File: config.mk
export PLATFORM = sky130hd
export DESIGN_NAME = host_io_top
export DESIGN_NICKNAME = d
export VERILOG_FILES = /design/src/rtl/host_io_pkg.sv /design/src/rtl/ps2_pkg.sv /design/src/rtl/host_cmd_decoder.sv /design/src/rtl/host_io_top.sv /design/src/rtl/ps2_clk_gen.sv /design/src/rtl/ps2_device.sv
export SDC_FILE = /design/constraint.sdc
export NUM_CORES = 1
export LEC_CHECK = 0
export BUFFER_PORTS_ARGS = -buffer_cell sky130_fd_sc_hd__buf_4
export CAP_MARGIN = 20
export CORE_MARGIN = 10
export CORE_UTILIZATION = 31
export DETAILED_ROUTE_END_ITERATION = 7
export SYNTH_ARGS = -nofsm -noshare
export SYNTH_HDL_FRONTEND = slang
export SYNTH_SLANG_ARGS = --single-unit
File: constraint.sdc
create_clock -name clk_100 -period 3.9 [get_ports clk_100]
set_input_delay 0.78 -clock clk_100 [delete_from_list [all_inputs] [get_ports clk_100]]
set_output_delay 0.78 -clock clk_100 [all_outputs]
set_load 0.005 [all_outputs]
File: src/rtl/host_io_pkg.sv
////////////////////////////////////////////////////////////
// host bus types: bus word, command codes, request bundle
////////////////////////////////////////////////////////////

package host_io_pkg;

	// one word on the host strobe bus
	typedef logic [15:0] host_word_t;

	// command codes carried by the first word of a frame
	typedef enum host_word_t {
		// button/config byte
		cmd_cfg      = 16'h0001,
		cmd_joy0     = 16'h0002,
		cmd_joy1     = 16'h0003,
		// byte for the emulated mouse
		cmd_mouse    = 16'h0004,
		// byte for the emulated keyboard
		cmd_kbd      = 16'h0005,
		// status, low half then high half
		cmd_status   = 16'h001E,
		// keyboard rx at word 1, mouse rx at word 2
		cmd_ps2_read = 16'h0021
	} host_cmd_t;

	// host request, level plus strobe plus data
	typedef struct packed {
		// high for the whole frame
		logic       enable;
		// one cycle per word
		logic       strobe;
		host_word_t din;
	} host_req_t;

endpackage

File: src/rtl/ps2_pkg.sv
////////////////////////////////////////////////////////////
// PS/2 device types: byte, pin pair, rx byte, FSM states
////////////////////////////////////////////////////////////

package ps2_pkg;

	typedef logic [7:0] ps2_byte_t;

	// clock/data pair, same layout for in and out
	typedef struct packed {
		logic clk;
		logic dat;
	} ps2_pins_t;

	// byte received from the core side
	typedef struct packed {
		logic      valid;
		ps2_byte_t data;
	} ps2_rx_t;

	typedef enum logic [3:0] {
		tx_idle,
		tx_data,
		tx_parity,
		tx_stop,
		// one extra period after the stop bit
		tx_done
	} ps2_tx_state_t;

	typedef enum logic [2:0] {
		rx_idle,
		rx_req,
		rx_data,
		rx_stop,
		rx_ack
	} ps2_rx_state_t;

endpackage

File: src/rtl/host_cmd_decoder.sv
////////////////////////////////////////////////////////////
// host frame decoder, config registers and read data
////////////////////////////////////////////////////////////

module host_cmd_decoder (
	input  logic                    clk_100,
	input  logic                    arst_n,
	input  host_io_pkg::host_req_t  req,
	output host_io_pkg::host_word_t rdata,
	output logic [1:0]              buttons,
	output host_io_pkg::host_word_t joystick_0,
	output host_io_pkg::host_word_t joystick_1,
	output logic [31:0]             status,
	output ps2_pkg::ps2_byte_t      kbd_wdata,
	output ps2_pkg::ps2_byte_t      mouse_wdata,
	output logic                    kbd_we,
	output logic                    mouse_we,
	output logic                    kbd_rd,
	output logic                    mouse_rd,
	input  ps2_pkg::ps2_rx_t        kbd_rx,
	input  ps2_pkg::ps2_rx_t        mouse_rx
);
	import host_io_pkg::*;

	// word index within the frame, saturating
	logic [3:0] word_cnt;
	host_word_t cmd;
	logic       arg_strobe;

	assign arg_strobe = req.enable && req.strobe && (word_cnt != 4'd0);

	// byte payload for the devices, qualified by we
	always_ff @(posedge clk_100) begin
		if (arg_strobe && (cmd == cmd_kbd))
			kbd_wdata <= req.din[7:0];
		if (arg_strobe && (cmd == cmd_mouse))
			mouse_wdata <= req.din[7:0];
	end

	always_ff @(posedge clk_100 or negedge arst_n) begin
		if (!arst_n) begin
			word_cnt   <= '0;
			cmd        <= '0;
			rdata      <= '0;
			buttons    <= '0;
			joystick_0 <= '0;
			joystick_1 <= '0;
			status     <= '0;
			kbd_we     <= 1'b0;
			mouse_we   <= 1'b0;
			kbd_rd     <= 1'b0;
			mouse_rd   <= 1'b0;
		end else begin
			// single-cycle pulses
			kbd_we   <= 1'b0;
			mouse_we <= 1'b0;
			kbd_rd   <= 1'b0;
			mouse_rd <= 1'b0;

			if (!req.enable) begin
				word_cnt <= '0;
				rdata    <= '0;
			end else if (req.strobe) begin
				rdata <= '0;
				if (word_cnt != 4'hF)
					word_cnt <= word_cnt + 4'd1;

				if (word_cnt == 4'd0) begin
					cmd <= req.din;
				end else begin
					case (cmd)
						cmd_cfg:   buttons    <= req.din[1:0];
						cmd_joy0:  joystick_0 <= req.din;
						cmd_joy1:  joystick_1 <= req.din;
						cmd_mouse: mouse_we   <= 1'b1;
						cmd_kbd:   kbd_we     <= 1'b1;
						cmd_status: begin
							if (word_cnt == 4'd1)
								status[15:0] <= req.din;
							else if (word_cnt == 4'd2)
								status[31:16] <= req.din;
						end
						// rx byte with its valid flag on bit 8
						cmd_ps2_read: begin
							if (word_cnt == 4'd1) begin
								rdata  <= {7'd0, kbd_rx};
								kbd_rd <= 1'b1;
							end else if (word_cnt == 4'd2) begin
								rdata    <= {7'd0, mouse_rx};
								mouse_rd <= 1'b1;
							end
						end
						default: ;
					endcase
				end
			end
		end
	end

endmodule

File: src/rtl/host_io_top.sv
////////////////////////////////////////////////////////////
// host I/O bridge: command decoder plus keyboard and mouse
////////////////////////////////////////////////////////////

module host_io_top #(
	parameter int PS2_DIV   = 2000,
	parameter int FIFO_BITS = 5
) (
	input  logic                    clk_100,
	input  logic                    arst_n,
	input  host_io_pkg::host_req_t  req,
	output host_io_pkg::host_word_t rdata,
	output logic [1:0]              buttons,
	output host_io_pkg::host_word_t joystick_0,
	output host_io_pkg::host_word_t joystick_1,
	output logic [31:0]             status,
	output ps2_pkg::ps2_pins_t      kbd_pins_out,
	input  ps2_pkg::ps2_pins_t      kbd_pins_in,
	output ps2_pkg::ps2_pins_t      mouse_pins_out,
	input  ps2_pkg::ps2_pins_t      mouse_pins_in
);
	import ps2_pkg::*;

	ps2_byte_t kbd_wdata;
	ps2_byte_t mouse_wdata;
	logic      kbd_we;
	logic      mouse_we;
	logic      kbd_rd;
	logic      mouse_rd;
	ps2_rx_t   kbd_rx;
	ps2_rx_t   mouse_rx;
	logic      ps2_clk;

	host_cmd_decoder decoder (
		.clk_100     (clk_100),
		.arst_n      (arst_n),
		.req         (req),
		.rdata       (rdata),
		.buttons     (buttons),
		.joystick_0  (joystick_0),
		.joystick_1  (joystick_1),
		.status      (status),
		.kbd_wdata   (kbd_wdata),
		.mouse_wdata (mouse_wdata),
		.kbd_we      (kbd_we),
		.mouse_we    (mouse_we),
		.kbd_rd      (kbd_rd),
		.mouse_rd    (mouse_rd),
		.kbd_rx      (kbd_rx),
		.mouse_rx    (mouse_rx)
	);

	// one bit clock for both devices
	ps2_clk_gen #(
		.PS2_DIV (PS2_DIV)
	) clk_gen (
		.clk_100 (clk_100),
		.arst_n  (arst_n),
		.ps2_clk (ps2_clk)
	);

	ps2_device #(
		.FIFO_BITS (FIFO_BITS)
	) keyboard (
		.clk_100  (clk_100),
		.arst_n   (arst_n),
		.ps2_clk  (ps2_clk),
		.wdata    (kbd_wdata),
		.we       (kbd_we),
		.pins_out (kbd_pins_out),
		.pins_in  (kbd_pins_in),
		.rx       (kbd_rx),
		.rd       (kbd_rd)
	);

	ps2_device #(
		.FIFO_BITS (FIFO_BITS)
	) mouse (
		.clk_100  (clk_100),
		.arst_n   (arst_n),
		.ps2_clk  (ps2_clk),
		.wdata    (mouse_wdata),
		.we       (mouse_we),
		.pins_out (mouse_pins_out),
		.pins_in  (mouse_pins_in),
		.rx       (mouse_rx),
		.rd       (mouse_rd)
	);

endmodule

File: src/rtl/ps2_clk_gen.sv
////////////////////////////////////////////////////////////
// PS/2 bit clock, divided level shared by both devices
////////////////////////////////////////////////////////////

module ps2_clk_gen #(
	parameter int PS2_DIV = 2000
) (
	input  logic clk_100,
	input  logic arst_n,
	output logic ps2_clk
);

	localparam int CNT_W = (PS2_DIV > 0) ? $clog2(PS2_DIV + 1) : 1;

	logic [CNT_W-1:0] cnt;

	// level flips once every PS2_DIV+1 cycles
	always_ff @(posedge clk_100 or negedge arst_n) begin
		if (!arst_n) begin
			cnt     <= '0;
			ps2_clk <= 1'b0;
		end else begin
			if (cnt == CNT_W'(PS2_DIV)) begin
				cnt     <= '0;
				ps2_clk <= ~ps2_clk;
			end else begin
				cnt <= cnt + 1'b1;
			end
		end
	end

endmodule

File: src/rtl/ps2_device.sv
////////////////////////////////////////////////////////////
// emulated PS/2 device: byte FIFO, frame transmitter,
// host-to-device receiver and clock line drive
////////////////////////////////////////////////////////////

module ps2_device #(
	parameter int FIFO_BITS = 5
) (
	input  logic               clk_100,
	input  logic               arst_n,
	input  logic               ps2_clk,
	input  ps2_pkg::ps2_byte_t wdata,
	input  logic               we,
	output ps2_pkg::ps2_pins_t pins_out,
	input  ps2_pkg::ps2_pins_t pins_in,
	output ps2_pkg::ps2_rx_t   rx,
	input  logic               rd
);
	import ps2_pkg::*;

	ps2_byte_t            fifo [1 << FIFO_BITS];
	logic [FIFO_BITS-1:0] wptr;
	logic [FIFO_BITS-1:0] rptr;

	ps2_tx_state_t tx_state;
	ps2_rx_state_t rx_state;
	ps2_byte_t     tx_byte;
	logic [2:0]    tx_cnt;
	logic [3:0]    rx_cnt;
	logic          parity;
	logic [1:0]    holdoff;

	logic       old_clk;
	logic [1:0] clk_sync;
	logic       dat_sync;

	logic clk_rise;
	logic clk_fall;
	logic lines_idle;
	logic host_req;
	logic tx_load;
	logic tx_shift;
	logic busy;

	assign clk_rise = ps2_clk & ~old_clk;
	assign clk_fall = ~ps2_clk & old_clk;

	// open-drain line, low if either side pulls it down
	assign lines_idle = clk_sync[1] & clk_sync[0] & dat_sync;

	// host pulls data low and releases the clock
	assign host_req = (rx_state == rx_idle) && (tx_state == tx_idle) &&
	                  clk_sync[0] && !clk_sync[1] && !dat_sync;

	assign tx_load  = clk_rise && (rx_state == rx_idle) && (tx_state == tx_idle) &&
	                  lines_idle && (wptr != rptr) && (holdoff == 2'd0);
	assign tx_shift = clk_rise && (rx_state == rx_idle) && (tx_state == tx_data);

	// clock is only pulsed while a frame is in flight
	assign busy = (tx_state != tx_idle) || ((rx_state != rx_idle) && (rx_state != rx_req));

	always_ff @(posedge clk_100) begin
		if (we)
			fifo[wptr] <= wdata;
	end

	always_ff @(posedge clk_100) begin
		if (tx_load)
			tx_byte <= fifo[rptr];
		else if (tx_shift)
			tx_byte <= {1'b0, tx_byte[7:1]};
	end

	////////////////////////////////////////////////////////////
	// frame control
	////////////////////////////////////////////////////////////

	always_ff @(posedge clk_100 or negedge arst_n) begin
		if (!arst_n) begin
			wptr     <= '0;
			rptr     <= '0;
			tx_state <= tx_idle;
			rx_state <= rx_idle;
			tx_cnt   <= '0;
			rx_cnt   <= '0;
			parity   <= 1'b1;
			holdoff  <= 2'd2;
			old_clk  <= 1'b0;
			clk_sync <= 2'b11;
			dat_sync <= 1'b1;
			pins_out <= '{clk: 1'b1, dat: 1'b1};
			rx       <= '0;
		end else begin
			old_clk  <= ps2_clk;
			clk_sync <= {clk_sync[0], pins_in.clk & pins_out.clk};
			dat_sync <= pins_in.dat & pins_out.dat;

			if (we)
				wptr <= wptr + 1'b1;
			if (rd)
				rx.valid <= 1'b0;

			if (host_req) begin
				rx_state     <= rx_req;
				pins_out.dat <= 1'b1;
			end else if (clk_rise) begin
				case (rx_state)
					rx_req: begin
						rx_state <= rx_data;
						rx_cnt   <= '0;
					end
					// 8 data bits, then skip the parity bit
					rx_data: begin
						if (rx_cnt <= 4'd7)
							rx.data <= {dat_sync, rx.data[7:1]};
						else
							rx_state <= rx_stop;
						rx_cnt <= rx_cnt + 4'd1;
					end
					rx_stop: begin
						if (dat_sync) begin
							rx_state     <= rx_ack;
							pins_out.dat <= 1'b0;
						end
					end
					rx_ack: begin
						pins_out.dat <= 1'b1;
						rx.valid     <= 1'b1;
						rx_state     <= rx_idle;
					end
					default: begin
						// receiver idle, transmitter may run
						case (tx_state)
							tx_idle: begin
								if (tx_load) begin
									rptr         <= rptr + 1'b1;
									parity       <= 1'b1;
									tx_cnt       <= '0;
									holdoff      <= 2'd2;
									tx_state     <= tx_data;
									// start bit
									pins_out.dat <= 1'b0;
								end else if (lines_idle && (wptr != rptr)) begin
									holdoff <= holdoff - 2'd1;
								end
							end
							tx_data: begin
								pins_out.dat <= tx_byte[0];
								parity       <= parity ^ tx_byte[0];
								tx_cnt       <= tx_cnt + 3'd1;
								if (tx_cnt == 3'd7)
									tx_state <= tx_parity;
							end
							tx_parity: begin
								pins_out.dat <= parity;
								tx_state     <= tx_stop;
							end
							tx_stop: begin
								pins_out.dat <= 1'b1;
								tx_state     <= tx_done;
							end
							default: tx_state <= tx_idle;
						endcase
					end
				endcase
			end

			if (clk_rise)
				pins_out.clk <= 1'b1;
			else if (clk_fall)
				pins_out.clk <= busy ? ps2_clk : 1'b1;
		end
	end

endmodule

==> results of run 1 <==
power by group through the flow:
| stage | Clock (uW) | Sequential, uW | Combinational (uW) |
|---|---|---|---|
| 2_1_floorplan | 0 | 8550 | 98.1 |
| 3_3_place_gp | 0 | 8570 | 185 |
| 3_5_place_dp | 0 | 8570 | 188 |
| 4_1_cts | 7410 | 8410 | 189 |
| 5_1_grt | 7750 | 8420 | 207 |
| 6_report | 7240 | 8420 | 186 |
kinds of logic (layout without fill, tap and decap cells):
family / after synthesis / after routing
AOI/OAI and AO/OA: 179 / 179
xor gates and xnor gates: 34 / 34
adders and majority gates: 25 / 25
buffers and inverters: 119 / 313
DFF: 736 / 736
muxes: 271 / 271
other: 1 / 7
and+or+nand+nor: 349 / 349
stage by stage:
stage          util, %  setup slack (ns)
2_1_floorplan        -             1.463
5_1_grt          36.56            0.6985
6_report         36.56            0.9225
3_5_place_dp     33.63            0.9154
4_1_cts          36.33            0.9279
3_3_place_gp     33.60            0.9972
registers in the layout (all words and copies together), names as in the netlist, 4 cells and up:
| name | count |
|---|---|
| decoder.word_cnt | 4 |
| clk_gen.cnt | 11 |
| decoder.status | 32 |
| keyboard.tx_byte | 8 |
| keyboard.rx | 9 |
| mouse.rx_cnt | 4 |
| mouse.fifo | 256 |
| keyboard.rx_cnt | 4 |
| keyboard.fifo | 256 |
| mouse.wptr | 5 |
| decoder.joystick_0 | 16 |
| decoder.joystick_1 | 16 |
| decoder.rdata | 9 |
| mouse.rptr | 5 |
| decoder.mouse_wdata | 8 |
| keyboard.wptr | 5 |
| decoder.kbd_wdata | 8 |
| decoder.cmd | 16 |
| mouse.rx | 9 |
| mouse.tx_byte | 8 |
| keyboard.rptr | 5 |
worst max-delay path: cells and delay by family (launching register included):
family | cells | cell delay (ns)
and+or+nand+nor | 4 | 1.63
DFF | 1 | 0.44
muxes | 1 | 0.42
adders and majority gates | 1 | 0.23
buffers and inverters | 1 | 0.09
synth_stat cells, types with 4 or more instances:
cell and n:
sky130_fd_sc_hd__ha_1 25, sky130_fd_sc_hd__mux2_2 89, sky130_fd_sc_hd__edfxtp_1 544, sky130_fd_sc_hd__nand2b_1 7, sky130_fd_sc_hd__a22oi_1 8, sky130_fd_sc_hd__o221ai_1 4, sky130_fd_sc_hd__mux2i_1 42, sky130_fd_sc_hd__xor2_1 20
sky130_fd_sc_hd__dfrtp_1 178, sky130_fd_sc_hd__and4_1 7, sky130_fd_sc_hd__o22ai_1 24, sky130_fd_sc_hd__a21oi_1 22, sky130_fd_sc_hd__nor4_1 4, sky130_fd_sc_hd__and2_1 23, sky130_fd_sc_hd__nand3b_1 5, sky130_fd_sc_hd__nand3_1 19
sky130_fd_sc_hd__nand2_1 89, sky130_fd_sc_hd__o21ai_0 41, sky130_fd_sc_hd__o31ai_1 11, sky130_fd_sc_hd__a32o_1 11, sky130_fd_sc_hd__dfstp_2 14, sky130_fd_sc_hd__nor3_1 34, sky130_fd_sc_hd__inv_1 25, sky130_fd_sc_hd__mux4_2 120
sky130_fd_sc_hd__nor3b_1 4, sky130_fd_sc_hd__nor2_1 95, sky130_fd_sc_hd__and3_1 12, sky130_fd_sc_hd__a22o_1 4, sky130_fd_sc_hd__a2111oi_0 6, sky130_fd_sc_hd__clkbuf_1 40, sky130_fd_sc_hd__a211oi_1 7, sky130_fd_sc_hd__buf_1 5
sky130_fd_sc_hd__buf_2 31, sky130_fd_sc_hd__xnor2_1 14, sky130_fd_sc_hd__a21o_1 5, sky130_fd_sc_hd__mux2_4 20, sky130_fd_sc_hd__nand4_1 11, sky130_fd_sc_hd__nor2b_1 13, sky130_fd_sc_hd__buf_4 14, sky130_fd_sc_hd__or3_1 5
sky130_fd_sc_hd__a221o_1 9
per-layer routing:
metal	GRT usage, %	share of wire (%)
met4	4.016	2.7
met2	21.65	51
met5	0	0.019
met3	2.254	4.9
met1	16.01	41
path summary, 6_finish.rpt:
check | start | end | slack (ns) | cells after the start
setup reg to reg | decoder.word_cnt[0] | decoder.joystick_0[3] | 0.92 | 7
hold / removal | arst_n | mouse.rptr[3] | 0.08 | 1
min in group clk_100 | keyboard.clk_sync[0] | keyboard.clk_sync[1] | 0.37 | 0
max in group asynchronous | arst_n | mouse.pins_out[0] | 2.81 | 2
setup / recovery | decoder.word_cnt[0] | decoder.joystick_0[3] | 0.92 | 7
hold reg to reg | keyboard.clk_sync[0] | keyboard.clk_sync[1] | 0.37 | 0
final cells by class:
class,instances,share of cell area [%]
multi-input combinational,865,23.25
clock inverter,41,1.241
clock buffer,101,6.122
tap,1265,4.550
inverter,26,0.2806
timing repair buffer,145,3.701
sequential,736,60.86
==> reports/summary.md, run 1 <==
The portion of netlist area occupied by mux cells came out at 14.86%. The detailed router finished its first iteration with 1323 violations. After layout, the minimum clock period comes to 2.977 ns. In this run, flip-flops and latches consume 53.1% of the power. The share of total power dissipated in combinational logic is 1.2%. The longest individual stage delay on the worst path was 0.90 ns; the pin count of the biggest net entering global routing was 69. On the critical path, the stage with the largest delay is an instance of sky130_fd_sc_hd__and4b_1. The HPWL after detailed placement is 45.18 mm. The via count of the first global-routing pass came out at 16330. Total setup buffers inserted after CTS: 0. The core region is 95150 um^2.

The setup path with the least slack is of type flip-flop to flip-flop. In this run the worst hold path is classified as primary input to async pin. For this run, the number of Yosys warnings is 0. In the synthesized netlist the dominant register cell turns out to be sky130_fd_sc_hd__edfxtp_1.

In this run, CTS created clock tree buffers numbering 78. Counting flops with a built-in enable in the synthesized netlist gives 544. The worst pin sits at a relative slew slack of 27.89%.

The number of levels the H-tree was split into was 3; the proportion of netlist area held by the largest area contributor was 54.85%. STA puts the critical path data required time at 4.39 ns. In this run the clock root is driven by a sky130_fd_sc_hd__clkbuf_16. The data arrival time of the worst path is 3.47 ns, and the final worst clock skew is 0.05727 ns. The run gives 0 as the number of antenna diodes. Global routing consumed, over all layers together, 12.61% of the routing resources. After detailed placement, the design holds a cell count of 3027. The instance area after placement is 32000 um^2. Leaving out fill and tap cells, the most frequent cells in the layout are sky130_fd_sc_hd__edfxtp_1, sky130_fd_sc_hd__dfrtp_1, sky130_fd_sc_hd__buf_4. Final hold analysis gives a worst-case slack of 0.08224 ns. After detailed routing, the total wire length is 69.03 mm. The die is 330.0 um tall. The library cell used most frequently in the layout, excluding fill and tap cells, is sky130_fd_sc_hd__edfxtp_1.

In this run switching power makes up 20.66% of total power. The area share of xor/xnor cells in the synthesized design came out at 0.9999%. The worst-skew pair later-pin latency came out at 0.66 ns.

The largest driver fanout on the critical path came out at 16. In this run the count of I/O pins placed on the die edge is 110. Derived from the worst setup path, the maximum achievable clock frequency is 335.9 MHz.

TritonCTS built the clock tree. Setup violations remaining at the end of the flow were counted as 0. Adding up every negative setup slack in the final design gives 0 ns. For this run, the number of standard cells in the final layout without fillers is 3179.

For the pin with the worst max-slew slack, the measured transition is 1.082 ns. The synthesized design contains 736 register bits. The initial antenna violation count is 4, and the remaining routing DRC violations is 0. The overall die width came out at 330.0 um.

Setup repair after global routing left no endpoint under its margin. The count of endpoints failing hold in the final timing report is 0, and the full die area is 108900 um^2. The initial core utilization is 31.30%, and the final max-slew violation count is 0.

The detail-routed via count per cell works out to 4.970. The iteration count of the initial detailed-routing pass is 5. The worst supply voltage drop on vdd was 352.2 uV; the sequential-to-total area share from yosys stat was 71.04%. In this run, the clock network consumes 45.7% of the power. Yosys attributes the largest share of cell area to sky130_fd_sc_hd__edfxtp_1, sky130_fd_sc_hd__dfrtp_1, sky130_fd_sc_hd__mux4_2. The number of distinct library cells after synthesis was 74. After synthesis the cells add up to 29780 um^2.

Walking the worst path, the cells encountered are inv_1, ha_1, nor3b_1, or3_1, nor3_2, and4b_1, mux2_2. The flow ran to the end, and the final reports show no timing, DRC or antenna violations. Global routing finished with a remaining overflow of 0. The portion of the clock cycle consumed by the worst path in the final layout was 76.35%; the design area was 34790 um^2. After Yosys synthesis, full adders, half adders and majority gates account for 1.050% of the synthesized area. Each instance of the synthesized netlist takes up on average 17.38 um^2. Number of instances resized during post-cts repair: 0. The complex-gate fraction of the synthesized area was 4.210%.

In this run the core area contains 113 standard-cell rows. Of the total synthesized cell area, the portion taken by AND, OR, NAND and NOR gates is 5.915%. The signed area change from the synthesized netlist to the final layout came out at 16.80%. Clock-pin slew was measured on the worst setup and hold paths at 0.07 ns.

In the final layout, the multi-input gates occupy 8087 um^2. For this block, the via count after detailed routing is 15800. Post-detailed-route wirelength per cell: 21.71 um. Of the cells placed in the final design, the portion with a size suffix greater than 1 is 27.38%. The run gives 0 as the number of antenna-violating nets in the routed design. The tools report the design internal power as 12570 uW. At the end of routability-driven placement, the weighted congestion stood at 0.7741. The worst setup path is captured at a flip-flop. STA classifies the critical path startpoint as a flip-flop. The first global-routing pass estimated 104.3 mm of wire.

Max-cap violations in this run came to 0. The post-synthesis cell count came out at 1714. Power spread over the standard cell area amounts to 455.3 nW/um^2.

The final net count was 1901; the share of async-settable or async-resettable flops after synthesis was 26.09%. The maximum root-to-sink buffer count was 3. The number of sinks driven by the clock tree was 736; the final-layout fill cell count was 8789. Registers take 21170 um^2. For this design the static power due to leakage is 0.01228 uW. Power comes to 15840 uW.

Buffers placed on the I/O ports in this run total 102. The dominant combinational cell family by area after synthesis is multiplexers. The number of hold buffers added after CTS was 0. For this design the total switching power over the nets is 3273 uW. The synthesized design spends more area on one cell type than any other, namely sky130_fd_sc_hd__edfxtp_1.
No activity file was read; power rests on OpenSTA's default activity.
==> run 2: changes to the inputs <==
==> constraint.sdc (replaced) <==
create_clock -name clk_100 -period 2.9 [get_ports clk_100]
set_input_delay 0.58 -clock clk_100 [delete_from_list [all_inputs] [get_ports clk_100]]
set_output_delay 0.58 -clock clk_100 [all_outputs]
set_load 0.005 [all_outputs]
==> reports/summary.md, run 2 (synthesis gave the netlist of run 1 again) <==
The run finished with clean final reports. In this run the worst hold path is classified as primary input to flip-flop. Dividing the detail-routed wire length by the instance count gives 21.35 um. The number of buffers created by CTS was 79; the number of levels the H-tree was split into was 3. The register clock-pin slew on the reported worst setup and hold paths was 0.06 ns.

In this run the tightest slew margin relative to its limit is 34.68%. The slack of the worst reg-to-reg path is 0.27 ns, and the number of setup violations in the final report is 0. The analysis attributes to net switching a power of 4383 uW. The detail-routed via count per cell is 4.922, and the longest individual stage delay on the worst path is 0.55 ns.

The run gives 3.613 mm as the sum of met3 wire segment lengths after detailed routing. The classification of the worst setup path is flip-flop to flip-flop. For the number of rows created at floorplan, the log shows 113. The library cells used most frequently in the layout, excluding fill and tap cells, are sky130_fd_sc_hd__edfxtp_1, sky130_fd_sc_hd__buf_4, sky130_fd_sc_hd__dfrtp_1.

Per report_power, the combinational group accounts for 1.2% of the total. The worst register-to-register path ends at decoder.status[16]. The initial core utilization was 31.30%. For this run the aggregate overflow at the end of global routing stands at 0. From bottom edge to top edge, the die measures 330.0 um. For the iteration count of the initial detailed-routing pass, the log shows 5. The routed design has 69.32 mm of wire.

Share of layout cells above drive strength 1: 29.98%. From synthesis to final layout, the design area changed by 18.82%. The full die area was 108900 um^2. Instance count along the most critical hold path: 2. In the final routing, the length of wire on met1 measures 28.86 mm. For the maximum root-to-sink buffer count, the log shows 3. Walking the worst path, the cells encountered are inv_1, ha_1, or4_4, nor4_2, and2_1, buf_4, mux2_2. The tools report the global router's overall resource usage as 12.66%. The timing-limited maximum frequency is 380.1 MHz. Port buffering added 102 buffers. Net switching is 20.21% of the power.

The tool flagged a number of max-cap violations equal to 0. The wire length of the first global-routing pass was 105.5 mm. The sequential power share was 52.2%. After layout, the worst path uses 90.73% of the clock period.

Once placement completed, the tool counted placed cells totaling 3092. The worst setup path is captured at a flip-flop. The logs give 0 for the count of endpoints failing hold in the final timing report and 3.40 ns for the data required time of the worst path. Of all nets on the critical path, the largest fanout is 8.

The highest layer touched by signal routing is met4. The area of the core is 95150 um^2, and the shortest clock period the worst path allows after layout is 2.631 ns. Counting the fill cells in the layout gives 8726. The number of antenna-violating nets in the routed design was 0. The cell at the root of the clock tree was sky130_fd_sc_hd__clkbuf_16. The final max-slew violation count is 0, and the violation count after the first detailed-routing iteration is 1165. In the final layout, the registers with the most flip-flops are keyboard.fifo: 256 flops, mouse.fifo: 256 flops, decoder.status: 32 flops. Setup repair after global routing left no endpoint under its margin. The tools report the total I/O pin count as 110. The leading cell type in the layout, fill and taps excluded is sky130_fd_sc_hd__edfxtp_1. Number of sinks driven by the clock tree: 736. The logs give 16770 for the via count of the first global-routing pass and 3.13 ns for the data arrival time of the worst path. The congestion estimate from routability-driven global placement came to 0.8017. The kind of start point of the critical path is a flip-flop. The overall die width was 330.0 um.

Master of the slowest instance on the critical path: sky130_fd_sc_hd__or4_4. After detailed routing, the number of remaining DRC violations is 0. For the pin count of the biggest net entering global routing, the log shows 59.

The critical path starts at decoder.word_cnt[0]. The power density over the cells was 613.0 nW/um^2. Transition time of the tightest slew-check pin: 0.9798 ns. The initial antenna violation count was 6. After the last flow step, the layout net total stands at 1965. The tools report the worst supply voltage drop on vdd as 517.3 uV.

TritonCTS built the clock tree. The logs give 46.68 mm for the HPWL after detailed placement and 0.64 ns for the worst-skew pair later-pin latency. The internal power of the cells totals 17310 uW. Summed over all cells, the static leakage comes to 0.01267 uW.

The run gives 35.24 mm as the wire length on met2. The clock arrives with 0.01846 ns of skew. The routed via count is 15980. Setup total negative slack on the finished layout was measured at 0 ns. The worst register-to-register path begins at decoder.word_cnt[0]. The length in cells of the worst reg-to-reg path is 7, and the non-filler instance count after layout is 3247.

The destination of the critical timing path was decoder.status[16]. The clock network power share came out at 46.7%.
-- run 2: cell types whose count changed in the layout (fill, tap and decap cells not counted), moves of 3 or more --
cell	previous run	this run
sky130_fd_sc_hd__buf_4	131	192
sky130_fd_sc_hd__clkbuf_1	15	11
sky130_fd_sc_hd__bufinv_16	3	8
sky130_fd_sc_hd__clkinv_16	6	2
sky130_fd_sc_hd__clkinv_2	10	13
sky130_fd_sc_hd__buf_12	2	7
-- run 2: worst min-delay path by stage --
stage	endpoint	from
2_1_floorplan	clk_gen.cnt[0]	arst_n
3_3_place_gp	keyboard.clk_sync[1]	keyboard.clk_sync[0]
3_5_place_dp	keyboard.clk_sync[1]	keyboard.clk_sync[0]
4_1_cts	decoder.word_cnt[3]	req[17]
5_1_grt	mouse.clk_sync[0]	mouse_pins_in[1]
6_report	mouse.dat_sync	mouse_pins_in[0]
-- run 2: layout make-up --
cell class                      count  area (um^2)  area share (%)
Sequential cell                   736        21170           59.82
Antenna cell                        1        2.502        0.007071
Inverter                           26        97.59          0.2758
Multi-Input combinational cell    865         8089           22.86
Clock inverter                     50        558.0           1.577
Clock buffer                       96         2101           5.936
Timing Repair Buffer              208         1787           5.049
Tap cell                         1265         1583           4.473
-- run 2: stage by stage --
stage               utilization [%]  hold WS (ns)  total power, uW  setup slack (ns)  instance area (um^2)
floorplan                         -        0.2844            11640            0.4634                 29800
global placement              34.19        0.3661            11780            0.1007                 32530
global route                  37.19        0.2120            22380            0.1178                 35390
CTS                           37.00        0.1950            21930           0.06802                 35200
finish                        37.19        0.2288            21690            0.2689                 35390
detailed placement            34.19        0.3671            11790           0.07212                 32530
-- run 2: power groups by stage --
stage                     Sequential, uW  Combinational, uW  Clock, uW
after floorplan                    11500                132          0
after global placement             11500                256          0
after detailed placement           11500                261          0
after CTS                          11300                263      10300
after global routing               11300                283      10800
final                              11300                256      10100
-- run 2: worst max-delay path: cells and delay by family (launching register included) --
family                     cells  cell delay (ns)
adders and majority gates      1             0.23
muxes                          1             0.36
buffers and inverters          2             0.33
DFF                            1             0.44
and+or+nand+nor                3             1.15
-- run 2: layer usage --
metal,global-route usage (%),vias up
met5,0,-
met4,3.879,0
met3,2.182,95
met2,21.76,426
met1,16.19,8338
li1,-,7122
-- run 2: timing repair --
action | 4_1_cts | 5_1_grt
endpoints found under the setup margin | 0 | 2
endpoints found under the hold margin | 50 | 0
hold buffers | 1 | 0
buffers inserted | 0 | 0
resized for setup | 0 | 2
